`config.mk`:
```
export PLATFORM = sky130hd
export DESIGN_NAME = mm_timer
export DESIGN_NICKNAME = d
export VERILOG_FILES = /design/src/rtl/mm_pkg.sv /design/src/rtl/mm_timer.sv
export SDC_FILE = /design/constraint.sdc
export NUM_CORES = 1
export LEC_CHECK = 0
export ABC_AREA = 1
export ABC_CLOCK_PERIOD_IN_PS = 2100
export BUFFER_PORTS_ARGS = -buffer_cell sky130_fd_sc_hd__clkbuf_2
export CAP_MARGIN = 20
export CORE_ASPECT_RATIO = 0.75
export CORE_MARGIN = 2
export CORE_UTILIZATION = 40
export CTS_CLUSTER_DIAMETER = 100
export DETAILED_ROUTE_END_ITERATION = 10
export PLACE_DENSITY = 0.65
export SETUP_SLACK_MARGIN = 0.02
export SYNTH_ARGS = -nofsm -noshare
export SYNTH_HDL_FRONTEND = slang
export SYNTH_SLANG_ARGS = --single-unit
```
`constraint.sdc`:
```
create_clock -name clk_i -period 2.1 [get_ports clk_i]
set_input_delay 0.42 -clock clk_i [delete_from_list [all_inputs] [get_ports clk_i]]
set_output_delay 0.42 -clock clk_i [all_outputs]
set_load 0.01 [all_outputs]
```
`src/rtl/mm_pkg.sv`:
```
// shared widths, address map and magic values of the memory model
// all widths are fixed here, the modules carry no parameters
// the RAM sits at address zero and spans 2**RAM_ADDR_WIDTH bytes
`default_nettype none

package mm_pkg;

  // RAM geometry
  localparam int RAM_ADDR_WIDTH    = 16;
  localparam int RAM_WORDS         = 2 ** (RAM_ADDR_WIDTH - 2);
  localparam int INSTR_RDATA_WIDTH = 128;

  typedef logic [31:0]                  data_t;
  typedef logic [3:0]                   be_t;
  typedef logic [RAM_ADDR_WIDTH-1:0]    ram_addr_t;
  typedef logic [INSTR_RDATA_WIDTH-1:0] instr_rdata_t;
  typedef logic [4:0]                   irq_id_t;

  // test status block
  localparam data_t ADDR_TEST_STATUS = 32'h2000_0000;
  localparam data_t ADDR_EXIT        = 32'h2000_0004;

  // countdown timer
  localparam data_t ADDR_TIMER_MASK  = 32'h1500_0000;
  localparam data_t ADDR_TIMER_COUNT = 32'h1500_0004;

  // scratch bank, selected by the upper half of the address
  localparam logic [15:0] SCRATCH_BASE_HI = 16'h1600;

  localparam data_t TEST_PASS_VALUE = 32'd123456789;
  localparam data_t TEST_FAIL_VALUE = 32'd1;

  // mask bit and acknowledge id of the timer interrupt
  localparam int TIMER_IRQ_ID = 7;

  localparam int SCRATCH_REGS = 16;

  typedef enum logic [2:0] {
    TGT_NONE    = 3'd0,
    TGT_RAM     = 3'd1,
    TGT_SCRATCH = 3'd2,
    TGT_TIMER   = 3'd3,
    TGT_STATUS  = 3'd4
  } target_e;

endpackage

`default_nettype wire
```
`src/rtl/mm_timer.sv`:
```
// countdown timer with a 32-bit interrupt mask
// the counter pauses in any cycle that writes the mask or the count
// the interrupt stays high until acknowledged with TIMER_IRQ_ID
`timescale 1ns/1ps
`default_nettype none

module mm_timer
  import mm_pkg::*;
(
  input  logic    clk_i,
  input  logic    rst_ni,
  input  logic    mask_we_i,
  input  logic    count_we_i,
  input  data_t   wdata_i,
  input  logic    irq_ack_i,
  input  irq_id_t irq_id_i,
  output logic    irq_timer_o
);

  data_t mask_q;
  data_t count_q;
  logic  irq_q;

  always_ff @(posedge clk_i or negedge rst_ni) begin
    if (!rst_ni) begin
      mask_q  <= '0;
      count_q <= '0;
      irq_q   <= 1'b0;
    end else begin
      if (mask_we_i) begin
        mask_q <= wdata_i;
      end else if (count_we_i) begin
        count_q <= wdata_i;
      end else if (count_q != '0) begin
        count_q <= count_q - 1'b1;
        // fire on the 1 to 0 step when enabled
        if (count_q == 32'd1 && mask_q[TIMER_IRQ_ID]) begin
          irq_q <= 1'b1;
        end
      end
      // acknowledge wins over a new expiry in the same cycle
      if (irq_ack_i && irq_id_i == irq_id_t'(TIMER_IRQ_ID)) begin
        irq_q <= 1'b0;
      end
    end
  end

  assign irq_timer_o = irq_q;

  // the decoder selects one timer address per request
  timer_single_write : assert property (
    @(posedge clk_i) disable iff (!rst_ni) !(mask_we_i && count_we_i)
  ) else $error("timer mask and count written in the same cycle");

endmodule

`default_nettype wire

```
After elaboration in Yosys (flattened, before gate mapping)
Index checks and enable logic that the tools add are counted.

Add/sub/neg operators: 1. Eq/ne operators: 4. Mux-type cells: 7. Bitwise logic cells: 1. Reductions and logical operators: 8.

Operators with widths (count): two-way mux 32 bit (2); == test 32 x 1 -> 1 bit, second input constant (1); nonzero test 32 bit (1); subtractor 32 x 1 -> 32 bit, second input constant (1); nonzero test 2 bit (3); == test 5 x 3 -> 1 bit, second input constant (1); two-way mux 1 bit (5); != test 2 x 1 -> 1 bit, second input constant (2); AND reduction 4 bit (1); logical AND 1 bit (2); AND reduction 2 bit (1); inverter 1 bit (1).

Bits in registers: 41. Input port bits: 42. Output and inout port bits: 1. Logic and storage cells: 24.

Depth between registers and ports, before layout
Depth in word-level cells: 7. Depth in mapped cells: 12. Gate-level depth less buffers: 12.

Least setup slack after synthesis
OpenSTA, ideal clock, no wires.

Path kind: register to register. From: reg count_q[1]. To: reg count_q[9]. Library setup time: 0.119 ns. Arrival time: 1.572 ns. Required time: 1.981 ns. Slack: 0.409 ns. Stages on the path, launching flop included: 12. Buffers on the path: 2. Period minus slack after synthesis: 1.691 ns. Cell sequence: dfrtp_1 > inv_1 > ha_1 > nand2_2 > nor2_8 > nand2_4 > nor2_4 > a21oi_2 > buf_6 > buf_6 > o21ai_2 > nand2_1.

Cells in the longest elaborated chain, start to end: 3. Elaborated cells between the ends (all ways): 6. Classes of those cells: add/sub: 1; mux: 2; reduce/logical: 3.

Ends and longest elaborated chain: start, declared (line mm_timer.sv:21) `data_t count_q;`; start signal, assigned (line mm_timer.sv:33) `count_q <= wdata_i;`; start signal, assigned (line mm_timer.sv:35) `count_q <= count_q - 1'b1;`; subtractor 32 x 1 -> 32 bit / nonzero test 32 bit (equally long branches) (line mm_timer.sv:35, mm_timer.sv:34); two-way mux 32 bit / nonzero test 2 bit (equally long branches); two-way mux 32 bit / AND reduction 2 bit (equally long branches).

Parallel ways exist; a longest one is shown, timed or not. The select of a mux whose other input is x is not followed. A chain may end at the register's enable or synchronous reset.

Worst setup path in the final report
From: reg count_q[0]. To: reg count_q[8].

Same word-level chain as after synthesis.

==> reports/metrics.sh <==
IO-PIN-COUNT=43
PATH_CLASS='flop to flop'
VDD_IR_DROP_MAX_mV=0.363
DRC=0
FP.DIEW_UM=99.3
SLOWEST_STAGE='sky130_fd_sc_hd__dfrtp_1'
SYNTH.TOP_CELLS.BY_AREA='sky130_fd_sc_hd__dfrtp_1 31%, sky130_fd_sc_hd__nand2_1 24%, sky130_fd_sc_hd__nor2_1 12%'
RUN_STATUS='complete, no violations'
LEAKAGEPOWER_uW=0.00169
MAX_SLEW.WORST_PIN.SLEW_NS=0.655
WORST_EP_REQUIRED_TIME_NS=2.29
ROUTE.FINAL.WIRE_LENGTH_UM=7430
DPL.HPWL_UM=5720
GRT_START_MAX_NET_PINS=36
LAYOUT_CELL_SHARE_WITH_DRIVE_STRENGTH_BEYOND_1_PCT=16.3
FILLCELLCOUNT=711
CLK_PATH_BUF_DEPTH=2
NET_COUNT_SYNTH=498
WORSTSETUPENDPOINTTYPE='flop'
MET2WIRELENGTH_UM=3040
YOSYS_MOST_USED_DFF='sky130_fd_sc_hd__dfrtp_1'
INITIAL_UTILIZATION_PCT=40.7
CTS.HTREE.LEVELS=2
UTILIZATION_PCT=47.6
FINALWEIGHTEDCONGESTION=0.928
CTS_TREE='yes'
SYNTH-EDFF-COUNT=0
AREA_ADDED_BETWEEN_SYNTHESIS_AND_FINISH_PCT=16.9
SYNTH_AREA_SQ_MM=0.00273
CTS_BUFFERS=5
SEQ_AREA_FRAC_SYNTH_PCT=31.2
SYNTHESIS.INSTANCES=454
GLOBALROUTEOVERFLOWTOTAL=0
FINAL_WORST_PATH_PERIOD_SHARE_PCT=91.6
MAX_CLOCK_FREQ_MHz=520
ROUTE.VIAS.TOTAL=2868
GRT.TOTAL_USAGE_PCT=21.1
NUM_ANTENNA_CELLS=0
YOSYSTOPAREACELL='sky130_fd_sc_hd__dfrtp_1'
CRITICAL_PATH.CELL_CHAIN='inv_1 > ha_1 > nand2_2 > nor2_8 > nand2_4 > nor2_4 > a21oi_2 > buf_4 > o21ai_0'
FIN_AREA_SQ_MM=0.00319
CTS.SINK_COUNT=34
ROUTEDLENGTHMET1_UM=3930
FF_LATCH_AREA_SQ_UM=851
FINALWORSTPATHREQUIREDPERIOD_NS=1.92
TIMING.CRITICAL_PATH.SLOWEST_CELL_DELAY_NS=0.40
CLOCKROOTBUFFER='sky130_fd_sc_hd__clkbuf_8'
GRT_PASS1_WL_UM=12500
CRITPATHBUFINV=2
POST_SYNTH_NUM_CELL_TYPES=32
MAX_CAP_VIOLATIONS=0
AVGVIACOUNTPERCELL=4.89
FP.DIEAREA_SQ_MM=0.00750
DETAILEDROUTE.FIRSTPASSITERATIONCOUNT=5
WORST_CLOCK_SKEW_NS=0.0117
PORT_BUFFERS=42
POSTSYNTH.ASYNCRESETSHARE_PCT=100
DETAILEDPLACE.WORSTSLACK_NS=0.155
DETAIL-ROUTE-ANTENNA-NETS=0
GRT_PASS1_VIAS=2601
SLEW_VIOL_FINAL=0
SETUP_WS_NS=0.177
CLK_LATENCY_NS=0.29
CTS.CLK_SLEW.WORST_PATHS_NS=0.08
PLACE_AREA_SQ_MM=0.00304
FINALSETUPVIOLATIONS=0
CORE-AREA_SQ_MM=0.00670
WL_PER_CELL_UM=12.7
POWER_PER_CELL_AREA_mW_PER_MM2=694
YS.WARNINGS.COUNT=0
PLACEMENTROWS=26
SYNTHESIS.AREA_PER_INSTANCE_SQ_UM=6.00
CP.ARRIVAL_NS=2.12
SYNTH_TOP_AREA_SHARE_PCT=31.2
CTS_HOLD_REPAIR.BUFFERS=0
HOLD_PATH.CLASS='input port to async pin'
CPLARGESTDELAYFAMILY='simple AND/OR/NAND/NOR gates'
ROUTE.TOP_LAYER_USED='met4'
VERT_DIE_DIM_UM=75.5
RELATIVE_SLEW_MARGINS_PCT=56.3
YOSYS_REGISTER_BITS=34
MULTI_INPUT_COMB_AREA_SQ_MM=0.00164
MET3_LENGTH_UM=420
NUMBER_OF_ANTENNA_VIOLATIONS_AT_THE_FIRST_CHECK_IN_GLOBAL_ROUTING=0
DETAILEDROUTE.FIRSTITERATIONVIOLATIONS=172
GRT_SETUP_UNREPAIRED='no'
NETS=545
START_KIND='flop'
SUM_OF_NEGATIVE_SETUP_SLACK_NS=0
TIMING.FINAL.HOLD_VIOLATIONS=0
WORSTPATHMAXFANOUT=24
[final timing paths]
path	startpoint	endpoint	slack, ns	cells after the start
worst max register to register	count_q[0]	count_q[8]	0.18	9
worst min-delay path	rst_ni	count_q[12]	0.15	1
max in group asynchronous	rst_ni	count_q[26]	1.37	2
min in group clk_i	wdata_i[7]	mask_q[7]	0.38	3
worst min register to register	irq_timer_o	irq_timer_o	0.52	2
worst max-delay path	count_q[0]	count_q[8]	0.18	9
[cell families after synthesis]
family                   count (synthesis)  share of synthesized area [%]
adder cells (fa/ha/maj)                  2                          0.918
AND/OR/NAND/NOR                        327                           51.0
buffers and inverters                   54                           8.86
XOR/XNOR                                 2                          0.643
AO/OA/AOI/OAI                           35                           7.39
flip-flops                              34                           31.2
[placed cells by master, fill, tap and decap left out, types with 2 or more instances in the layout]
master / instances
sky130_fd_sc_hd__o21ai_0: 22
sky130_fd_sc_hd__nor2_2: 4
sky130_fd_sc_hd__nand4_1: 9
sky130_fd_sc_hd__nor2_1: 87
sky130_fd_sc_hd__nor3_1: 2
sky130_fd_sc_hd__nor2_4: 3
sky130_fd_sc_hd__bufinv_16: 2
sky130_fd_sc_hd__o21ai_2: 4
sky130_fd_sc_hd__a21oi_1: 3
sky130_fd_sc_hd__nand2_1: 176
sky130_fd_sc_hd__dfrtp_1: 34
sky130_fd_sc_hd__clkbuf_2: 42
sky130_fd_sc_hd__clkbuf_8: 6
sky130_fd_sc_hd__nand3_1: 33
sky130_fd_sc_hd__nand2_2: 4
sky130_fd_sc_hd__ha_1: 2
sky130_fd_sc_hd__inv_1: 40
sky130_fd_sc_hd__o21ai_1: 2
sky130_fd_sc_hd__nand3b_1: 2
sky130_fd_sc_hd__xor2_1: 2
sky130_fd_sc_hd__buf_4: 11
[per-layer routing]
metal / vias up / global-route usage (%)
met1: 1285 / 31.3
met5: - / 0
met3: 2 / 3.76
li1: 1507 / -
met2: 74 / 32.9
met4: 0 / 3.50
[registers in the layout, indices dropped and copies added, names as in the netlist]
register	count
mask_q	1
irq_timer_o	1
count_q	32
[worst register-to-register path, cell delays in order (launching register included)]
cell and delay, ns:
sky130_fd_sc_hd__dfrtp_1 0.40, sky130_fd_sc_hd__inv_1 0.10, sky130_fd_sc_hd__ha_1 0.23, sky130_fd_sc_hd__nand2_2 0.14, sky130_fd_sc_hd__nor2_8 0.21, sky130_fd_sc_hd__nand2_4 0.08, sky130_fd_sc_hd__nor2_4 0.13, sky130_fd_sc_hd__a21oi_2 0.10
sky130_fd_sc_hd__buf_4 0.23, sky130_fd_sc_hd__o21ai_0 0.22
[what timing repair did]
item                                    in CTS  in global routing
endpoints found under the setup margin       0                 12
gates resized for setup                      0                  1
buffers inserted                             0                  0
[where the power goes]
| group | internal [uW] | switching [uW] |
|---|---|---|
| sequential | 739 | 113 |
| clock | 507 | 260 |
| combinational | 215 | 379 |
[layout make-up]
type / instances / share of cell area (%)
Inverter: 41 / 4.83
Tap cell: 84 / 3.30
Clock inverter: 2 / 1.88
Sequential cell: 34 / 26.7
Timing Repair Buffer: 53 / 9.19
Clock buffer: 6 / 2.59
Multi-Input combinational cell: 366 / 51.5
[per-stage QoR]
| stage | hold slack [ns] | cells | power (uW) |
|---|---|---|---|
| finish | 0.148 | 586 | 2210 |
| global route | 0.195 | 586 | 2360 |
| CTS | 0.172 | 586 | 2220 |
| detailed placement | 0.487 | 578 | 1450 |
| global placement | 0.466 | 578 | 1430 |
| floorplan | 0.124 | 454 | 1260 |
[Yosys cell counts, types with 2 or more instances]
| master | instances |
|---|---|
| sky130_fd_sc_hd__o21ai_2 | 4 |
| sky130_fd_sc_hd__nand3b_1 | 2 |
| sky130_fd_sc_hd__a21oi_1 | 3 |
| sky130_fd_sc_hd__ha_1 | 2 |
| sky130_fd_sc_hd__o21ai_1 | 2 |
| sky130_fd_sc_hd__nand3_1 | 33 |
| sky130_fd_sc_hd__xor2_1 | 2 |
| sky130_fd_sc_hd__nand2_1 | 176 |
| sky130_fd_sc_hd__nor3_1 | 2 |
| sky130_fd_sc_hd__o21ai_0 | 22 |
| sky130_fd_sc_hd__nor2_1 | 87 |
| sky130_fd_sc_hd__clkbuf_1 | 6 |
| sky130_fd_sc_hd__dfrtp_1 | 34 |
| sky130_fd_sc_hd__nor2_4 | 3 |
| sky130_fd_sc_hd__inv_1 | 40 |
| sky130_fd_sc_hd__buf_6 | 5 |
| sky130_fd_sc_hd__nand4_1 | 9 |
| sky130_fd_sc_hd__nor2_2 | 4 |
| sky130_fd_sc_hd__nand2_2 | 4 |
| sky130_fd_sc_hd__nand2_4 | 2 |
(Power assumes the default switching activity.)
