**src/rtl/mm_pkg.sv**
```systemverilog
// shared widths, address map and magic values of the memory model
// all widths are fixed here, the modules carry no parameters
// the RAM sits at address zero and spans 2**RAM_ADDR_WIDTH bytes
`default_nettype none

package mm_pkg;

  // RAM geometry
  localparam int RAM_ADDR_WIDTH    = 16;
  localparam int RAM_WORDS         = 2 ** (RAM_ADDR_WIDTH - 2);
  localparam int INSTR_RDATA_WIDTH = 128;

  typedef logic [31:0]                  data_t;
  typedef logic [3:0]                   be_t;
  typedef logic [RAM_ADDR_WIDTH-1:0]    ram_addr_t;
  typedef logic [INSTR_RDATA_WIDTH-1:0] instr_rdata_t;
  typedef logic [4:0]                   irq_id_t;

  // test status block
  localparam data_t ADDR_TEST_STATUS = 32'h2000_0000;
  localparam data_t ADDR_EXIT        = 32'h2000_0004;

  // countdown timer
  localparam data_t ADDR_TIMER_MASK  = 32'h1500_0000;
  localparam data_t ADDR_TIMER_COUNT = 32'h1500_0004;

  // scratch bank, selected by the upper half of the address
  localparam logic [15:0] SCRATCH_BASE_HI = 16'h1600;

  localparam data_t TEST_PASS_VALUE = 32'd123456789;
  localparam data_t TEST_FAIL_VALUE = 32'd1;

  // mask bit and acknowledge id of the timer interrupt
  localparam int TIMER_IRQ_ID = 7;

  localparam int SCRATCH_REGS = 16;

  typedef enum logic [2:0] {
    TGT_NONE    = 3'd0,
    TGT_RAM     = 3'd1,
    TGT_SCRATCH = 3'd2,
    TGT_TIMER   = 3'd3,
    TGT_STATUS  = 3'd4
  } target_e;

endpackage

`default_nettype wire
```
**src/rtl/mm_scratch_regs.sv**
```systemverilog
// bank of general purpose scratch registers for test software
// writes land on the edge, reads return one cycle after the request
`timescale 1ns/1ps
`default_nettype none

module mm_scratch_regs
  import mm_pkg::*;
(
  input  logic                            clk_i,
  input  logic                            rst_ni,
  input  logic                            req_i,
  input  logic                            we_i,
  input  logic [$clog2(SCRATCH_REGS)-1:0] index_i,
  input  data_t                           wdata_i,
  output data_t                           rdata_o
);

  data_t regs_q [SCRATCH_REGS];
  data_t rdata_q;

  always_ff @(posedge clk_i or negedge rst_ni) begin
    if (!rst_ni) begin
      for (int i = 0; i < SCRATCH_REGS; i++) begin
        regs_q[i] <= '0;
      end
      rdata_q <= '0;
    end else if (req_i) begin
      if (we_i) begin
        regs_q[index_i] <= wdata_i;
      end else begin
        // read result held until the next read
        rdata_q <= regs_q[index_i];
      end
    end
  end

  assign rdata_o = rdata_q;

endmodule

`default_nettype wire

```
**config.mk**
```make
export PLATFORM = sky130hd
export DESIGN_NAME = mm_scratch_regs
export DESIGN_NICKNAME = d
export VERILOG_FILES = /design/src/rtl/mm_pkg.sv /design/src/rtl/mm_scratch_regs.sv
export SDC_FILE = /design/constraint.sdc
export NUM_CORES = 1
export LEC_CHECK = 0
export ABC_AREA = 1
export BUFFER_PORTS_ARGS = -buffer_cell sky130_fd_sc_hd__buf_2
export CORE_ASPECT_RATIO = 1.5
export CORE_MARGIN = 1.5
export CORE_UTILIZATION = 62
export DETAILED_ROUTE_END_ITERATION = 8
export PLACE_DENSITY = 0.79
export SKIP_CTS_REPAIR_TIMING = 1
export SYNTH_ARGS = -nofsm -noshare
export SYNTH_HDL_FRONTEND = slang
export SYNTH_SLANG_ARGS = --single-unit
```
**constraint.sdc**
```tcl
create_clock -name clk_i -period 1.25 [get_ports clk_i]
set_input_delay 0.1875 -clock clk_i [delete_from_list [all_inputs] [get_ports clk_i]]
set_output_delay 0.1875 -clock clk_i [all_outputs]
set_load 0.01 [all_outputs]
```
Word level (Yosys, flattened, before mapping)
Index checks and enable logic that the tools add are counted.
- $lt $le $gt $ge: 2
- bitwise operators: 2
- reduce and logical (&&, ||, !) cells: 3
- mux-type cells: 6
- operators with widths (kind ; number):
    512-bit bitwise mux ; 1
    32-bit binary-select mux with 4-bit select ; 1
    32-bit demux with 4-bit select ; 1
    32-bit 2-to-1 mux ; 3
    5-bit >= comparator, second input constant ; 1
    5-bit by 1-bit < comparator with 1-bit output, second input constant ; 1
    4-bit inverter with 5-bit output ; 1
    2-bit AND reduction ; 2
    1-bit logical AND ; 1
    1-bit inverter ; 1
- flip-flop bits (word level): 544
- bits of input ports: 40
- word-level logic and storage cells: 30

Longest topological paths before layout
Gate-level depths: netlist of run 1.
- depth in word-level cells: 6
- depth in mapped cells: 12

Worst setup path before layout of run 1
No wires, ideal clock.
- path kind: input -> register
- start point: in index_i[1]
- end point: reg regs_q[291] (netlist name)
- setup slack: -0.070 ns
- cell stages on the path: 7
- path buffers: 2
- data required time: 1.117 ns
- arrival time: 1.187 ns
- cell sequence: buf_4 -> inv_2 -> nor3_4 -> nand2_2 -> clkbuf_1 -> nand2_1 -> o21ai_0
- cells in the longest elaborated chain, start to end: 6
- RTL lines (element ; RTL line ; source):
    from (decl) ; mm_scratch_regs.sv:13 ; input logic [$clog2(SCRATCH_REGS)-1:0] index_i,
    4-bit inverter with 5-bit output (implied by the code) * ; mm_scratch_regs.sv:29 ; regs_q[index_i] <= wdata_i;
    5-bit >= comparator (implied by the code) or 5-bit by 1-bit < comparator with 1-bit output (tied branches) ; mm_scratch_regs.sv:29 ;
    1-bit logical AND (implied by the code) ; mm_scratch_regs.sv:29 ;
    32-bit 2-to-1 mux (implied by the code) ; mm_scratch_regs.sv:29 ;
    32-bit demux with 4-bit select * ; mm_scratch_regs.sv:29 ;
    512-bit bitwise mux * ; mm_scratch_regs.sv:29 ;
    to (signal, indexed assignment) ; mm_scratch_regs.sv:29 ;
    to (decl) ; mm_scratch_regs.sv:18 ; data_t regs_q [SCRATCH_REGS];
Mark *: on every way between the ends. The rest lies on a longest branch, timed or not.
A chain may end at the register's enable or synchronous reset.

Worst setup path in the final report of run 1
- start point: reg rdata_q[18], in the netlist rdata_o[18]
- end point: out rdata_o[18]
- RTL lines (element ; RTL line ; source):
    from (decl) ; mm_scratch_regs.sv:19 ; data_t rdata_q;
    from (signal assigned) ; mm_scratch_regs.sv:32 ; rdata_q <= regs_q[index_i];
    to (decl) ; mm_scratch_regs.sv:15 ; output data_t rdata_o
No word-level cell between the ends.

==> flow_summary.yaml, run 1 <==
synth:
  synthCells: 3182
  yosys.area.top_type_share_pct: 55.2
  synth.cell_area_um2: 24700
  synthesis.nets: 3222
  ys_top_cells_by_count: "1539 x nand2_1, 544 x dfrtp_1, 498 x o21ai_0, 160 x nand3_1, 152 x clkbuf_1"
  synth_area_leader_cell: "dfrtp_1"
  synth_edf_count: 0
  synth_seq_cells: 544
  synth_cell_types: 16
  synth_area_leaders: "dfrtp_1 55%, nand2_1 23%, o21ai_0 10%"
  avgSynthCellArea_um2: 7.75
  yosysMostFrequentCell: "nand2_1"
  synth_warnings: 0
  async_flop_share_pct: 100
  synth-main-ff-cell: "dfrtp_1"
  yosysSeqAreaShare_pct: 55.2
clock_tree:
  cts.sinks: 544
  cts_tree: "yes"
  clock_latency_ps: 600
  clock_path_buffers: 3
  cts_max_level: 2
  clk_pin_slew_worst_paths_ps: 60
  root_buffer: "clkbuf_16"
  numCtsBuffers: 51
floorplan:
  dieArea_um2: 41000
  die_x_um: 166
  fp.dieH_um: 247
  initial_utilization_pct: 62.7
  fp.coreArea_um2: 39300
  num_rows: 89
  io-pin-count: 72
worst_hold_path:
  worstHoldPathType: "primary input to async pin"
power:
  ir_worst_vdd_mv: 1.37
  totalPowerFinal_mw: 46.6
  p_leak_nw: 14.9
  pwr_density_cell_nw_per_um2: 1600
global_route:
  gr-total-overflow: 0
  antenna_found_initial: 3
  grt_pass1_wl_um: 118000
  first_global_vias: 22000
  track_usage_pct: 36.8
  grt_max_degree: 70
worst_setup_path:
  cpPeakStageDelay_ps: 450
  cp-end-kind: "output pin"
  ff2ff_path_depth: 7
  crit_type: "register to output pin"
  r2r_setup_slack_ps: 40
  r2r-start: "regs_q[147]"
  slowest_stage: "dfrtp_2"
  crit_family: "flip-flops"
  regToRegEndpoint: "rdata_o[19]"
  path_cells: "buf_6"
  cp.arrival_ps: 1190
  cp_max_fo: 2
  path_buf_inv: 1
  worstPathRequired_ps: 1060
  cp-start-kind: "register"
sta:
  skew_ps: 18.0
  hold_viol_final: 0
  fin_tns_setup_ps: -1940
  rsz0062_at_grt: "true"
  period_share_pct: 110
  max_clock_freq_mhz: 727
  report.final.slew_viol_count: 0
  setup_slack_ps: -125
  setup_viol: 32
  max-slew-margin-rel_pct: 66.7
  tightest_slew_ps: 499
  post-route-min-period_ps: 1370
placement:
  routabilityCongestion: 0.847
  dp_hpwl_um: 45900
  io_buffers: 71
  placed_area_um2: 27100
  preCtsSetupSlack_ps: -300
route:
  wire_per_inst_um: 19.4
  avgViaCountPerCell: 5.89
  wirelength_um: 74000
  final_antenna_net_count: 0
  drc: 0
  vias: 22500
  drtPass1Iterations: 6
  drt_iter0_drc: 2640
final_layout:
  num-nets-final: 3324
  syn_to_final_growth_pct: 18.2
  final_area_um2: 29100
  fin_util_pct: 74.2
  drive_gt1_share_pct: 12.3
  antenna_cells: 0
job:
  drv_cap: 0
outcome:
  violations: "setup timing"
  status: "finished with violations"
## report_power, final
part / internal [mW] / switching [mW]
Combinational: 3.25 / 4.51
Sequential: 20.8 / 1.89
Clock: 9.44 / 6.72
Total: 33.5 / 13.1
## cell families (layout without fill, tap and decap cells)
kind of cell           after synthesis  in the layout  synth area share (%)
AO/OA/AOI/OAI                      512            512                  10.4
AND/OR/NAND/NOR                   1850           1850                  29.7
flip-flops                         544            544                  55.2
buffers and inverters              276            417                  4.72
## cell usage in the layout, fill, tap and decap left out, types with 3 or more instances in the layout
| master | Yosys | final |
|---|---|---|
| buf_12 | 0 | 76 |
| buf_2 | 52 | 54 |
| buf_4 | 17 | 137 |
| buf_6 | 0 | 17 |
| bufinv_16 | 0 | 5 |
| clkbuf_1 | 152 | 11 |
| clkbuf_16 | 0 | 52 |
| clkbuf_8 | 0 | 14 |
| clkinv_2 | 0 | 8 |
| dfrtp_1 | 544 | 542 |
| inv_1 | 35 | 35 |
| nand2_1 | 1539 | 1536 |
| nand2_2 | 15 | 16 |
| nand3_1 | 160 | 157 |
| nand3_2 | 0 | 3 |
| nand4_1 | 32 | 32 |
| nor2_1 | 97 | 89 |
| nor2_2 | 3 | 7 |
| nor2_4 | 0 | 4 |
| nor3_4 | 4 | 4 |
| o21ai_0 | 498 | 469 |
| o21ai_1 | 14 | 43 |
## worst register-to-register path: stages (launching register included)
cell and delay, ps:
dfrtp_1 410, nand3_1 110, nand4_1 120, nand2_1 100, nand2_1 60, nor2_2 120
buf_4 140, nor2_1 40
## through the flow
step / std cells / hold slack (ps)
6_report: 3823 / 46.6
2_1_floorplan: 3182 / -108
3_3_place_gp: 3708 / 52.9
3_5_place_dp: 3708 / 56.3
4_1_cts: 3800 / -557
5_1_grt: 3823 / 67.8
## area by class of cell
class,count,area [um2]
sequential,544,13600
fill,2882,10200
multi-input combinational,2362,9950
timing repair buffer,287,3050
clock buffer,76,1520
tap,500,626
clock inverter,16,224
inverter,38,158
## layer usage
metal / vias to the layer above / share of wire [%] / global-route usage [%] / wire length [um]
li1: 10300 / - / - / -
met1: 10700 / 37 / 45.5 / 27600
met2: 1228 / 48 / 61.1 / 35600
met3: 245 / 9.0 / 5.89 / 6640
met4: 2 / 5.8 / 22.2 / 4270
met5: - / 0.014 / 0 / 10
## state kept, by name, summed over array words and instances (netlist names)
| register | cells |
|---|---|
| rdata_o | 32 |
| regs_q | 512 |
## worst max path at each step
stage | from | end | slack (ps) | cells after the start
after floorplan | index_i[1] | regs_q[163] | -20 | 7
after global placement | index_i[0] | rdata_o[3] | -270 | 11
after detailed placement | index_i[0] | rdata_o[1] | -300 | 11
after CTS | rdata_o[18] | rdata_o[18] | -180 | 1
after global routing | rdata_o[22] | rdata_o[22] | -130 | 1
final | rdata_o[18] | rdata_o[18] | -120 | 1
Power figures use the tool's default switching activity.
==> run 2, diff against run 1 <==
--- a/config.mk
+++ b/config.mk
@@ -9,5 +9,5 @@
 export BUFFER_PORTS_ARGS = -buffer_cell sky130_fd_sc_hd__buf_2
 export CORE_ASPECT_RATIO = 1.5
-export CORE_MARGIN = 1.5
+export CORE_MARGIN = 2
 export CORE_UTILIZATION = 62
 export DETAILED_ROUTE_END_ITERATION = 8
==> constraint.sdc (replaced) <==
create_clock -name clk_i -period 1.25 [get_ports clk_i]
set_input_delay 0.125 -clock clk_i [delete_from_list [all_inputs] [get_ports clk_i]]
set_output_delay 0.125 -clock clk_i [all_outputs]
set_load 0.01 [all_outputs]
==> flow_summary.yaml, run 2 (synthesis gave the netlist of run 1 again) <==
global_route:
  track_usage_pct: 35.6
  antenna_found_initial: 0
  grt_pass1_wl_um: 116000
  first_global_vias: 21800
  grt_max_degree: 60
  gr-total-overflow: 0
sta:
  report.final.slew_viol_count: 0
  hold_viol_final: 0
  max_clock_freq_mhz: 770
  setup_slack_ps: -49.1
  period_share_pct: 104
  fin_tns_setup_ps: -313
  hold_slack_ps: 24.3
  tightest_slew_ps: 520
  max-slew-margin-rel_pct: 65.3
  setup_viol: 9
  rsz0062_at_grt: "true"
  post-route-min-period_ps: 1300
  skew_ps: 11.7
final_layout:
  regArea_um2: 13600
  final_common_cell: "nand2_1"
  syn_to_final_growth_pct: 15.7
  multiInputGateArea_um2: 9920
  regMostFlops: "regs_q"
  instances_no_fill: 3764
  num-nets-final: 3268
  layout_common_cells: "1537 x nand2_1, 542 x dfrtp_1, 498 x o21ai_0"
  drive_gt1_share_pct: 10.5
  largest_register_ffs: 512
  fin_util_pct: 72.6
  fillers: 2973
  antenna_cells: 0
floorplan:
  num_rows: 89
  fp.coreArea_um2: 39300
  dieArea_um2: 41400
  fp.dieH_um: 248
  die_x_um: 167
  io-pin-count: 72
  initial_utilization_pct: 62.7
worst_setup_path:
  cp_max_fo: 2
  slowest_stage: "dfrtp_1"
  worstPathRequired_ps: 1120
  cpPeakStageDelay_ps: 430
  cp-start-kind: "register"
  path_cells: "buf_2"
  crit_type: "register to output pin"
  crit_family: "flip-flops"
  cp-end-kind: "output pin"
  cp.arrival_ps: 1170
  path_buf_inv: 1
outcome:
  status: "finished with violations"
  violations: "setup timing"
power:
  ir_worst_vdd_mv: 1.32
  pwr_density_cell_nw_per_um2: 1590
  p_leak_nw: 14.5
worst_hold_path:
  worstHoldPathType: "primary input to register"
route:
  final_antenna_net_count: 0
  wirelength_um: 72600
  vias: 22300
  drc: 0
  avgViaCountPerCell: 5.93
  drt_iter0_drc: 2333
  wire_per_inst_um: 19.3
  drtPass1Iterations: 6
clock_tree:
  root_buffer: "clkbuf_16"
  cts_max_level: 2
  cts.sinks: 544
  clock_latency_ps: 580
  clock_path_buffers: 3
  cts_tree: "yes"
  numCtsBuffers: 49
  clk_pin_slew_worst_paths_ps: 70
placement:
  place_inst: 3664
  io_buffers: 71
  dp_hpwl_um: 44900
  routabilityCongestion: 0.859
job:
  drv_cap: 0
[run 2: changes by cell type in the layout (fill, tap and decap cells not counted), sizes merged]
cell,delta
buf,-54
clkinv,-1
bufinv,-3
clkinvlp,+1
inv,-1
clkbuf,-1
[run 2: layout make-up]
type,instances,share of cell area [%]
clock inverter,12,0.447
sequential,544,47.7
multi-input combinational,2362,34.8
clock buffer,75,5.28
timing repair buffer,233,9.10
tap,500,2.19
inverter,38,0.535
[run 2: metal layers]
metal	global-route usage, %	wire length (um)	vias to the layer above
met1	43.5	26700	10700
met4	22.3	4720	0
met5	0	0	-
li1	-	-	10200
met2	59.8	35200	1154
met3	5.58	5950	233
[run 2: power breakdown]
part / total, mW / internal, mW / switching, mW
registers: 22.7 / 20.8 / 1.89
clock network: 15.3 / 8.71 / 6.59
logic: 7.51 / 3.07 / 4.44
total: 45.5 / 32.6 / 12.9
[run 2: through the flow]
stage	area, um2	setup slack [ps]	power (mW)
after floorplan	24700	-7.49	27.3
after CTS	28400	-92.4	45.4
after detailed placement	26700	-231	30.1
final	28500	-49.1	45.5
after global routing	28500	-72.7	47.8
after global placement	26700	-209	29.6
[run 2: path summary, 6_finish.rpt]
| path | from | end | slack, ps | cells past startpoint |
|---|---|---|---|---|
| worst max register to register | regs_q[383] | rdata_o[31] | 30 | 9 |
| worst min register to register | regs_q[384] | regs_q[384] | 480 | 2 |
| max in group asynchronous | rst_ni | regs_q[340] | 540 | 4 |
| worst min-delay path | wdata_i[12] | regs_q[44] | 20 | 3 |
| worst max-delay path | rdata_o[16] | rdata_o[16] | -50 | 1 |
| min in group asynchronous | rst_ni | regs_q[163] | 30 | 2 |
[run 2: worst min-delay path: cells and delay by family]
family	cells	cell delay [ps]
buf+inv	2	250
compound gates	1	200
