<file path="src/rtl/mm_pkg.sv">
// shared widths, address map and magic values of the memory model
// all widths are fixed here, the modules carry no parameters
// the RAM sits at address zero and spans 2**RAM_ADDR_WIDTH bytes
`default_nettype none

package mm_pkg;

  // RAM geometry
  localparam int RAM_ADDR_WIDTH    = 16;
  localparam int RAM_WORDS         = 2 ** (RAM_ADDR_WIDTH - 2);
  localparam int INSTR_RDATA_WIDTH = 128;

  typedef logic [31:0]                  data_t;
  typedef logic [3:0]                   be_t;
  typedef logic [RAM_ADDR_WIDTH-1:0]    ram_addr_t;
  typedef logic [INSTR_RDATA_WIDTH-1:0] instr_rdata_t;
  typedef logic [4:0]                   irq_id_t;

  // test status block
  localparam data_t ADDR_TEST_STATUS = 32'h2000_0000;
  localparam data_t ADDR_EXIT        = 32'h2000_0004;

  // countdown timer
  localparam data_t ADDR_TIMER_MASK  = 32'h1500_0000;
  localparam data_t ADDR_TIMER_COUNT = 32'h1500_0004;

  // scratch bank, selected by the upper half of the address
  localparam logic [15:0] SCRATCH_BASE_HI = 16'h1600;

  localparam data_t TEST_PASS_VALUE = 32'd123456789;
  localparam data_t TEST_FAIL_VALUE = 32'd1;

  // mask bit and acknowledge id of the timer interrupt
  localparam int TIMER_IRQ_ID = 7;

  localparam int SCRATCH_REGS = 16;

  typedef enum logic [2:0] {
    TGT_NONE    = 3'd0,
    TGT_RAM     = 3'd1,
    TGT_SCRATCH = 3'd2,
    TGT_TIMER   = 3'd3,
    TGT_STATUS  = 3'd4
  } target_e;

endpackage

`default_nettype wire
</file>
<file path="src/rtl/mm_addr_decode.sv">
// data request decoder, purely combinational
// status and timer addresses accept writes only, reads there are unmapped
// unmapped requests get no grant and are reported by an assertion
`timescale 1ns/1ps
`default_nettype none

module mm_addr_decode
  import mm_pkg::*;
(
  input  logic    data_req_i,
  input  data_t   data_addr_i,
  input  logic    data_we_i,
  input  data_t   data_wdata_i,

  output target_e target_o,
  output logic    gnt_o,
  output logic    ram_req_o,
  output logic    scratch_req_o,
  output logic    timer_mask_we_o,
  output logic    timer_count_we_o,
  output logic    tests_passed_o,
  output logic    tests_failed_o,
  output logic    exit_valid_o,
  output data_t   exit_value_o
);

  logic in_ram;
  logic in_scratch;
  logic is_timer;
  logic is_status;

  // address map compares
  assign in_ram     = (data_addr_i[31:RAM_ADDR_WIDTH] == '0);
  assign in_scratch = (data_addr_i[31:16] == SCRATCH_BASE_HI);
  assign is_timer   = (data_addr_i == ADDR_TIMER_MASK) || (data_addr_i == ADDR_TIMER_COUNT);
  assign is_status  = (data_addr_i == ADDR_TEST_STATUS) || (data_addr_i == ADDR_EXIT);

  always_comb begin
    target_o = TGT_NONE;
    if (data_req_i) begin
      if (in_ram) begin
        target_o = TGT_RAM;
      end else if (in_scratch) begin
        target_o = TGT_SCRATCH;
      end else if (data_we_i && is_timer) begin
        target_o = TGT_TIMER;
      end else if (data_we_i && is_status) begin
        target_o = TGT_STATUS;
      end
    end
  end

  assign gnt_o         = (target_o != TGT_NONE);
  assign ram_req_o     = (target_o == TGT_RAM);
  assign scratch_req_o = (target_o == TGT_SCRATCH);

  // single cycle timer write strobes
  assign timer_mask_we_o  = (target_o == TGT_TIMER) && (data_addr_i == ADDR_TIMER_MASK);
  assign timer_count_we_o = (target_o == TGT_TIMER) && (data_addr_i == ADDR_TIMER_COUNT);

  // status pulses last only for the granted write
  assign tests_passed_o = (target_o == TGT_STATUS) && (data_addr_i == ADDR_TEST_STATUS)
                          && (data_wdata_i == TEST_PASS_VALUE);
  assign tests_failed_o = (target_o == TGT_STATUS) && (data_addr_i == ADDR_TEST_STATUS)
                          && (data_wdata_i == TEST_FAIL_VALUE);
  assign exit_valid_o   = (target_o == TGT_STATUS) && (data_addr_i == ADDR_EXIT);
  assign exit_value_o   = exit_valid_o ? data_wdata_i : '0;

  // a request outside the map is a core or program bug
  always_comb begin
    if (data_req_i) begin
      unmapped_request : assert final (target_o != TGT_NONE)
        else $error("unmapped %s at %08x", data_we_i ? "write" : "read", data_addr_i);
    end
  end

endmodule

`default_nettype wire

</file>
<file path="config.mk">
export PLATFORM = sky130hd
export DESIGN_NAME = mm_addr_decode
export DESIGN_NICKNAME = d
export VERILOG_FILES = /design/src/rtl/mm_pkg.sv /design/src/rtl/mm_addr_decode.sv
export SDC_FILE = /design/constraint.sdc
export NUM_CORES = 1
export LEC_CHECK = 0
export BUFFER_PORTS_ARGS = -buffer_cell sky130_fd_sc_hd__buf_2
export CORE_MARGIN = 4
export CORE_UTILIZATION = 28
export DETAILED_ROUTE_END_ITERATION = 8
export PLACE_DENSITY = 0.84
export SLEW_MARGIN = 20
export SYNTH_ARGS = -nofsm -noshare
export SYNTH_HDL_FRONTEND = slang
export SYNTH_SLANG_ARGS = --single-unit
</file>
<file path="constraint.sdc">
create_clock -name vclk -period 2.68
set_input_delay 0.402 -clock vclk [all_inputs]
set_output_delay 0.402 -clock vclk [all_outputs]
set_load 0.01 [all_outputs]
</file>
# Word level (Yosys, flattened, before mapping)
# Cells that the tools add are included.
[totals]
elab_cells = 29
ff_bits = 0
inputBits = 66
[op_classes]
mux = 6
reduce_logical = 12
eq_ne = 11
[ops]
columns = ["op", "n"]
rows = [
  ["== test 32 x 29 -> 1 bit, second input constant", 2],
  ["== test 32 x 30 -> 1 bit, second input constant", 2],
  ["== test 32 x 1 -> 1 bit, second input constant", 1],
  ["== test 32 x 27 -> 1 bit, second input constant", 1],
  ["2-to-1 mux 32 bit", 1],
  ["== test 16 x 13 -> 1 bit, second input constant", 1],
  ["logical NOT 16 bit", 1],
  ["2-to-1 mux 3 bit", 5],
  ["logical AND 1 bit", 8],
  ["== test 3 x 2 -> 1 bit, second input constant", 2],
  ["== test 3 x 1 -> 1 bit, second input constant", 1],
  ["== test 3 bit, second input constant", 1],
  ["nonzero test 3 bit", 1],
  ["logical OR 1 bit", 2],
]

# Longest topological paths before layout
# Gate-level depths: netlist of the first run.
[depth]
ltp_word = 11
depth_mapped = 5

# Worst setup path before layout of the first run
# No wires, ideal clock.
[synth_path]
path_kind = "input to output"
startpoint = "in data_addr_i[14]"
endpoint = "out exit_value_o[0]"
t_arrival_ns = 1.892
required_ns = 2.278
path_buffers = 1
setup_slack_ns = 0.386
path_stages = 5
path_cell_list = "or4_4 > nor4_4 > and4b_4 > buf_6 > and2_2"
[synth_via]
elab_chain_len = 11
word_cells_on_any_way = 16
cone_classes = "eq/ne (5); mux (6); reduce/logical (5)"
[synth_rtl]
columns = ["element", "line", "source"]
rows = [
  ["start: declaration", "mm_addr_decode.sv:11", "input data_t data_addr_i,"],
  ["== test 32 x 30 -> 1 bit, on equally long branches", "mm_addr_decode.sv:36, mm_addr_decode.sv:66", ""],
  ["logical OR 1 bit", "mm_addr_decode.sv:36", "assign is_status = (data_addr_i == ADDR_TEST_STATUS) || (data_addr_i == ADDR_EXIT);"],
  ["logical AND 1 bit", "mm_addr_decode.sv:47", "end else if (data_we_i && is_status) begin"],
  ["2-to-1 mux 3 bit", "mm_addr_decode.sv:47", ""],
  ["2-to-1 mux 3 bit", "mm_addr_decode.sv:45", "end else if (data_we_i && is_timer) begin"],
  ["2-to-1 mux 3 bit", "mm_addr_decode.sv:43", "end else if (in_scratch) begin"],
  ["2-to-1 mux 3 bit", "mm_addr_decode.sv:41", "if (in_ram) begin"],
  ["2-to-1 mux 3 bit", "mm_addr_decode.sv:40", "if (data_req_i) begin"],
  ["== test 3 bit", "mm_addr_decode.sv:66", "assign exit_valid_o = (target_o == TGT_STATUS) && (data_addr_i == ADDR_EXIT);"],
  ["logical AND 1 bit (*)", "mm_addr_decode.sv:66", ""],
  ["net exit_valid_o", "mm_addr_decode.sv:23", "output logic exit_valid_o,"],
  ["2-to-1 mux 32 bit (*)", "mm_addr_decode.sv:67", "assign exit_value_o = exit_valid_o ? data_wdata_i : '0;"],
  ["end: declaration", "mm_addr_decode.sv:24", "output data_t exit_value_o"],
]
# Mark *: on every way through the listed nets, which the timed path passes. The rest lies on a longest branch.

# Worst setup path after layout of the first run
[layout_path]
startpoint = "in data_addr_i[14]"
endpoint = "out exit_value_o[30]"
[layout_via]
elab_chain_len = 11
word_cells_on_any_way = 16
cone_classes = "eq/ne (5); mux (6); reduce/logical (5)"
[layout_rtl]
columns = ["element", "line"]
rows = [
  ["== test 32 x 30 -> 1 bit, on equally long branches", "mm_addr_decode.sv:36, mm_addr_decode.sv:66"],
  ["logical OR 1 bit", "mm_addr_decode.sv:36"],
  ["logical AND 1 bit", "mm_addr_decode.sv:47"],
  ["2-to-1 mux 3 bit", "mm_addr_decode.sv:47"],
  ["2-to-1 mux 3 bit", "mm_addr_decode.sv:45"],
  ["2-to-1 mux 3 bit", "mm_addr_decode.sv:43"],
  ["2-to-1 mux 3 bit", "mm_addr_decode.sv:41"],
  ["2-to-1 mux 3 bit", "mm_addr_decode.sv:40"],
  ["== test 3 bit", "mm_addr_decode.sv:66"],
  ["logical AND 1 bit (*)", "mm_addr_decode.sv:66"],
  ["2-to-1 mux 32 bit (*)", "mm_addr_decode.sv:67"],
]
# Every way passes the cells marked *; elsewhere a longest branch is shown, timed or not.

==> results.md, run 1 <==
* DR iter-0 viols at 8
* WHS Endpoint: timer_mask_we_o
* Worst slew pin tran at 0.384 ns
* Area Growth Syn to Fin at 91.8%
* Leak pwr at 0.730 nW
* Cts hold-fix bufs at 0
* Syn nets at approximately 160
* Sequential area share after synthesis at 0
* Final Power at 71.8 uW
* Crit start category: input pin
* Crit path DAT at around 2.1 ns
* Via count at 1084
* CP max stage delay at 0.53 ns
* Die Height at 54.7 um
* Setup CP Type: input pin to output pin
* Cell variety after synth at 24
* Setup TNS Final at 0 ns
* Post-CTS setup buffer count at 0
* Period utilization at 0.927
* Type of the tightest min-delay check: input pin to output pin
* Layout Cells excl Fill at 226
* RD Place Congestion at 0.650
* Post-route cell area at 1170 um^2
* HP Start: data_addr_i[2]
* Min setup slack post-route at around 0.2 ns
* Most used cell, CP: buf_2
* First-pass GRT wire length at between 3 and 4 mm
* Dpl hpwl at 2.50 mm
* CLK BUF at 0
* Avg WL per Cell at about 12 um
* Fmax at 402 MHz
* Vias in the first global route at between 900 and 1000
* Dpl ws at 0.187 ns
* Initial antenna violation count at 0
* Port bufs at 109
* Core box area at 2020 um^2
* Antenna Violating Nets Remaining at 0
* # diodes at 0
* Vias/cell at around 4.8
* Crit-path max FO at 33
* Syn_area_per_cell at 6.71 um^2
* CP Cell Sequence: buf_2, or4_4, nor4_4, and4b_4, and2_2, buf_2
* Syn Inst Count at 91
* DRC viols at 0
* Utilization after layout at 0.579
* Final net count at 267
* Sequential cell area at 0 um^2
* Largest net degree at the start of global routing at 34
* Multi-input logic area at 569 um^2
* Top-level I/O count at approximately 110
* Overall Global Routing Usage at 0.159
* Total grt overflow at 0
* Endpoints failing hold at 0
* Slew Viols, Final at 0
* Yosys warns at 0
* Maximum vdd ir drop at approximately 0.000037 V
* Dpl cells at 226
* Detailed Routing Iterations Pass 1 at 4
* Setup crit end kind: output pin
* RSZ-0062 raised after global routing: false
* Hold depth at 3
* Slowest cell on crit path: or4_4
* Maxcap violations at 0
* Final wirelength at 2.74 mm
* Initial Utilization at 0.302
* Worst Hold Margin at 1.09 ns
* Outcome: finished, final reports clean
* Endpoints failing setup at 0
* FILL cells at 222
* Rows at 16
* Netlist Area Pre-Place at 611 um^2
* FF+latch count at 0
* Placed Area at 1170 um^2
* Critical Path RT at 2.28 ns
* Fin crit period at 2.49 ns
* Chip width at between 50 and 60 um
* Pwr dens at 61.3 nW/um^2
* Post-CTS Resized at 0
* Share of cells above drive strength 1 at 0.638
* Die Area at between 2000 and 3000 um^2
* Rel. slew slack at 0.740
-- cell type report --
type | instances | share of cell area
well taps | 27 | 0.0288
multi-input cells | 86 | 0.486
repair buffers | 111 | 0.479
inverters | 2 | 0.00641
-- synth_stat cells (2+ instances only) --
| cell type | n | area (um^2) |
|---|---|---|
| nand2_1 | 3 | 11.3 |
| nand4_1 | 6 | 37.5 |
| and2_1 | 23 | 144 |
| buf_6 | 3 | 33.8 |
| or4_4 | 2 | 22.5 |
| nor4_1 | 10 | 62.6 |
| nor3_1 | 4 | 20.0 |
| nor2_1 | 7 | 26.3 |
| and2_2 | 12 | 90.1 |
| nor4b_1 | 2 | 17.5 |
| nand3_1 | 4 | 20.0 |
| inv_1 | 2 | 7.51 |
| or4_1 | 2 | 15.0 |
-- worst max-delay path by stage --
stage | from | slack, ns | end | cells after the start
2_1_floorplan | data_addr_i[14] | 0.39 | exit_value_o[0] | 5
3_3_place_gp | data_addr_i[14] | 0.21 | exit_value_o[31] | 6
3_5_place_dp | data_addr_i[14] | 0.19 | exit_value_o[30] | 6
4_1_cts | data_addr_i[14] | 0.19 | exit_value_o[30] | 6
5_1_grt | data_addr_i[14] | 0.09 | exit_value_o[30] | 6
6_report | data_addr_i[14] | 0.19 | exit_value_o[30] | 6
-- cell families after synthesis --
family	Yosys count	synth area share
AOI/OAI and AO/OA	4	0.0451
and+or+nand+nor	82	0.887
buffers and inverters	5	0.0676
-- per-layer routing --
metal	global-route usage	wire [um]	vias to the layer above	share of wire
met3	0.0272	412	0	0.15
met1	0.154	857	471	0.31
met2	0.343	1470	60	0.54
met5	0	0	-	0
met4	0.0166	0	0	0
li1	-	-	553	-
-- critical path: cells and delay by family --
kind,cells,cell delay [ns]
simple gates,4,1.45
buf+inv,2,0.22
-- placed cells by master, fill, tap and decap left out, types with 2 or more instances in the layout --
master / n
buf_2: 109
and2_1: 23
and2_2: 12
nor4_1: 10
nor2_1: 7
nand4_1: 6
nand3_1: 4
nor3_1: 4
nand2_1: 3
or4_1: 2
or4_4: 2
nor4b_1: 2
inv_1: 2
buf_4: 2
-- report_power, final --
group | leakage (nW) | switching (mW) | internal (mW)
registers | 0 | 0 | 0
clock network | 0 | 0 | 0
logic | 0.730 | 0.0301 | 0.0418
Note: power is estimated with default switching activity, not from simulation.
==> inputs of run 2 (changes only) <==
Settings changed: ABC_AREA set to 0, GPL_ROUTABILITY_DRIVEN set to 0, SETUP_SLACK_MARGIN set to 0.3.
==> run 2 against run 1 <==
  * Final area rose by 14%
  * Die area unchanged
  * Setup slack gained 0.030 ns
  * Global-route usage up 2.9 points
  * Maximum frequency is 1.2% higher
  * Cell count rose by 1.3%
  * First-iteration DRC count rose by 38%
  * Power rose by 5.1%
  * Critical endpoint is now exit_value_o[28]
==> results.md, run 2 (synthesized netlist as in run 1, its figures left out) <==
* Outcome: finished, final reports clean
* Endpoints failing setup at 0 (unchanged)
* Clock power share at 0 (unchanged)
* Sequential cell area at 0 um^2 (unchanged)
* Antenna Violating Nets Remaining at 0 (unchanged)
* Final net count at 270 (+1.1%)
* Type of the tightest min-delay check: input pin to output pin
* Via count at 1161 (+7.1%)
* Setup crit end kind: output pin
* FILL cells at 204 (-8.1%)
* Setup TNS Final at 0 ns (unchanged)
* Commonest non-fill, non-tap cells in the layout: buf_2 (95), and2_1 (16), buf_6 (14)
* Most common cell after layout, fill and taps aside: buf_2
* FF+latch count at 0 (unchanged)
* Rows at 16 (unchanged)
* Overall Global Routing Usage at 0.187 (+0.0285)
* DR iter-0 viols at 11 (+3)
* CP Cell Sequence: buf_6, or4_4, nor4_4, and4b_2, and2_1, buf_2
* Die Height at 54.7 um (unchanged)
* Crit-path max FO at 8 (-76%)
* Endpoints failing hold at 0 (unchanged)
* Switching pwr at 31.8 uW (+5.8%)
* Chip width at 54.7 um (unchanged)
* First-pass GRT wire length at 4.28 mm (+16%)
* Pint at 43.7 uW (+4.5%)
* Sw Share at 0.422 (+0.00302)
* Initial antenna violation count at 0 (unchanged)
* CP max stage delay at 0.53 ns (about the same)
* Post-CTS setup buffer count at 0 (unchanged)
* CLK BUF at 0 (unchanged)
* Initial Utilization at 0.302 (unchanged)
* Crit start category: input pin
* Core box area at 2020 um^2 (unchanged)
* Top-level I/O count at 109 (unchanged)
* Leak pwr at 0.770 nW (+5.5%)
* Avg WL per Cell at 14.1 um (+16%)
* RSZ-0062 raised after global routing: true
* Pwr dens at 56.6 nW/um^2 (-7.7%)
* Maximum vdd ir drop at 0.0000392 V (+6.0%)
* Utilization after layout at 0.659 (+0.0798)
* Period utilization at 0.916 (-0.0114)
* Maxcap violations at 0 (unchanged)
* Vias/cell at 5.07 (+5.7%)
* Dpl ws at 0.187 ns (unchanged)
* Final Power at 75.5 uW (+5.1%)
* Port bufs at 109 (unchanged)
* Vias in the first global route at 1041 (+11%)
* Slowest cell on crit path: or4_4
* Worst slew pin tran at 0.443 ns (+0.0585 ns)
* Setup CP Type: input pin to output pin
* Rel. slew slack at 0.702 (-0.0381)
* Area Growth Syn to Fin at 118%
* Power share of the sequential group at 0 (unchanged)
* Detailed Routing Iterations Pass 1 at 6 (+2)
* Total grt overflow at 0 (unchanged)
* Largest net degree at the start of global routing at 10 (-71%)
* Dpl hpwl at 2.50 mm (unchanged)
* Slew Viols, Final at 0 (unchanged)
* Power share of the combinational group at 1.000 (about the same)
* DRC viols at 0 (unchanged)
* Fin crit period at 2.46 ns (-0.0305 ns)
* Buf/Inv on CP at 2 (unchanged)
* Critical Path RT at 2.28 ns (about the same)
* Share of cells above drive strength 1 at 0.698 (+0.0598)
* Min setup slack post-route at 0.225 ns (+0.0305 ns)
* Fmax at 407 MHz (+1.2%)
* Crit path DAT at 2.05 ns (-0.03 ns)
* # diodes at 0 (unchanged)
* Cts hold-fix bufs at 0 (unchanged)
* Die Area at 2990 um^2 (unchanged)
* Cell family with the largest share of critical-path delay: simple AND/OR/NAND/NOR gates
* Final wirelength at 3.23 mm (+18%)
-- run 2: cell count changes in the layout (fill, tap and decap cells not counted), sizes merged --
cell   change
and4b      +3
-- run 2: repair_timing --
action	in CTS	in global routing
pin swaps	21	25
resized for setup	6	26
endpoints found under the setup margin	32	40
gates cloned	3	0
-- run 2: final timing paths --
path	startpoint	to	slack (ns)	depth (start not counted)
hold / removal	data_addr_i[2]	timer_mask_we_o	1.09	3
setup / recovery	data_addr_i[10]	exit_value_o[28]	0.22	6
-- run 2: worst min-delay path, cell delays in order --
cell and delay, ns:
buf_2 0.11, nor2_1 0.04, buf_2 0.13
-- run 2: per-stage QoR --
step,cell area (um^2),cells,hold WS (ns)
6_report,1330,229,1.09
5_1_grt,1330,229,1.10
4_1_cts,1230,229,1.09
3_5_place_dp,1170,226,1.09
3_3_place_gp,1170,226,1.08
2_1_floorplan,611,91,0.852
-- run 2: final cells by class --
cell class                      instances  area, um^2  share of cell area
Tap cell                               27        33.8              0.0254
Inverter                                2        7.51             0.00563
Multi-Input combinational cell         89         643               0.483
Timing Repair Buffer                  111         648               0.486
-- run 2: per-layer routing --
metal	global-route usage	share of wire	routed length [um]
met5	0	0	0
met4	0.0332	0.0034	11
met3	0.0272	0.12	386
met2	0.386	0.54	1740
met1	0.194	0.34	1090
-- run 2: power groups by stage --
stage	sequential [mW]	clock (mW)	combinational, mW
2_1_floorplan	0	0	0.0122
5_1_grt	0	0	0.0841
6_report	0	0	0.0755
3_3_place_gp	0	0	0.0703
4_1_cts	0	0	0.0736
3_5_place_dp	0	0	0.0719
==> inputs of run 3 (changes only) <==
--- a/config.mk
+++ b/config.mk
@@ -13,3 +13,3 @@
 export GPL_ROUTABILITY_DRIVEN = 0
-export PLACE_DENSITY = 0.84
+export PLACE_DENSITY = 0.81
 export SETUP_SLACK_MARGIN = 0.3
==> constraint.sdc (replaced) <==
create_clock -name vclk -period 2.68
set_input_delay 0.134 -clock vclk [all_inputs]
set_output_delay 0.134 -clock vclk [all_outputs]
set_load 0.01 [all_outputs]
==> run 3 against run 2 <==
  * Flip-flop and latch count did not move
  * Largest cell class is now multi-input combinational cells
  * Via count shrank 7.3%
  * Power down 4.7%
==> results.md, run 3 (synthesized netlist as in run 1, its figures left out) <==
* Worst slew pin tran at 0.507 ns (+0.0643 ns)
* Total grt overflow at 0 (unchanged)
* Final wirelength at 2.85 mm (-12%)
* Largest net degree at the start of global routing at 34 (+24)
* Final net count at 265 (-1.9%)
* Met3 Usage GRT at 0.0191 (-0.00817)
* Crit-path max FO at 33 (+25)
* Via count at 1076 (-7.3%)
* Dpl hpwl at 2.59 mm (+3.6%)
* Chip width at 54.7 um (unchanged)
* Initial antenna violation count at 0 (unchanged)
* WHS Endpoint: timer_mask_we_o
* Setup crit end kind: output pin
* Most common cell after layout, fill and taps aside: buf_2
* Commonest non-fill, non-tap cells in the layout: buf_2 (109), and2_1 (23), and2_2 (12)
* Maxcap violations at 0 (unchanged)
* Initial Utilization at 0.302 (unchanged)
* Post-CTS Resized at 0 (-6)
* Outcome: finished, final reports clean
* Period utilization at 0.779 (-0.137)
* Setup CP Type: input pin to output pin
* # diodes at 0 (unchanged)
* CP startpoint: data_addr_i[14]
* Endpoints failing hold at 0 (unchanged)
* Layout Cells excl Fill at 224 (-2.2%)
* Slew Viols, Final at 0 (unchanged)
* Grt met1 use at 0.165 (-0.0288)
* DRC viols at 0 (unchanged)
* GR peak layer: met2
* Cts hold-fix bufs at 0 (unchanged)
* Share of cells above drive strength 1 at 0.635 (-0.0635)
* Die Area at 2990 um^2 (unchanged)
* Fin crit period at 2.09 ns (-0.366 ns)
* Type of the tightest min-delay check: input pin to output pin
* Core box area at 2020 um^2 (unchanged)
* Final Power at 71.9 uW (-4.7%)
* Avg WL per Cell at 12.7 um (-9.6%)
* M2 GR Usage at 0.354 (-0.0315)
* Setup TNS Final at 0 ns (unchanged)
* Rel. slew slack at 0.657 (-0.0449)
* Die Height at 54.7 um (unchanged)
* Antenna Violating Nets Remaining at 0 (unchanged)
* CLK BUF at 0 (unchanged)
* Overall Global Routing Usage at 0.165 (-0.0224)
* Crit start category: input pin
* Multi-input logic area at 569 um^2 (-11%)
* Rows at 16 (unchanged)
* DR iter-0 viols at 4 (-7)
* Sequential cell area at 0 um^2 (unchanged)
* RSZ-0062 raised after global routing: false
* Leak pwr at 0.719 nW (-6.6%)
* Vias/cell at 4.80 (-5.3%)
* Crit path DAT at 1.95 ns (-0.10 ns)
* Critical Path RT at 2.55 ns (+0.27 ns)
* Detailed Routing Iterations Pass 1 at 4 (-2)
* Hold depth at 3 (unchanged)
* HP Start: data_addr_i[2]
* Post-CTS setup buffer count at 0 (unchanged)
* Area Growth Syn to Fin at 89.3%
* Fmax at 479 MHz (+18%)
* FILL cells at 233 (+14%)
* Dpl cells at 224 (-0.88%)
* FF+latch count at 0 (unchanged)
* Vias in the first global route at 980 (-5.9%)
* Port bufs at 109 (unchanged)
* First-pass GRT wire length at 3.83 mm (-11%)
* Endpoints failing setup at 0 (unchanged)
* Top-level I/O count at 109 (unchanged)
* Pwr dens at 62.2 nW/um^2 (+9.9%)
* Maximum vdd ir drop at 0.0000345 V (-12%)
-- run 3: changes by cell type in the layout (fill, tap and decap cells not counted), sizes merged --
| cell | delta |
|---|---|
| buf | -2 |
| and4b | -3 |
-- run 3: how the worst max path moves through the flow --
stage / to / slack [ns] / cells past startpoint
floorplan: exit_value_o[0] / 0.92 / 5
global placement: exit_value_o[1] / 0.61 / 6
detailed placement: exit_value_o[1] / 0.57 / 6
CTS: exit_value_o[1] / 0.58 / 6
global route: exit_value_o[28] / 0.47 / 6
finish: exit_value_o[1] / 0.59 / 6
-- run 3: per-layer routing --
metal  part of all wire  wire length, um
met1               0.32              916
met2               0.52             1500
met3               0.15              423
met4             0.0060               17
met5                  0                0
-- run 3: worst max-delay path: stages --
cell	delay [ns]
buf_2	0.10
or4_4	0.54
nor4_4	0.39
and4b_4	0.48
and2_2	0.19
buf_2	0.13
-- run 3: area by class of cell --
cell class                 instances  area share
inverter                           2     0.00649
timing repair buffer             109       0.472
multi-input combinational         86       0.492
tap                               27      0.0292
-- run 3: metrics by stage --
| step | instance area [um^2] | utilization | setup WS, ns | hold slack [ns] |
|---|---|---|---|---|
| 2_1_floorplan | 611 | - | 0.922 | 0.316 |
| 3_3_place_gp | 1160 | 0.572 | 0.609 | 0.550 |
| 3_5_place_dp | 1160 | 0.572 | 0.574 | 0.550 |
| 4_1_cts | 1160 | 0.572 | 0.578 | 0.551 |
| 5_1_grt | 1160 | 0.572 | 0.471 | 0.577 |
| 6_report | 1160 | 0.572 | 0.591 | 0.550 |
-- run 3: where the power goes --
group | switching [mW] | internal (mW) | total, mW
logic | 0.0306 | 0.0413 | 0.0719
registers | 0 | 0 | 0
clock network | 0 | 0 | 0
total | 0.0306 | 0.0413 | 0.0719
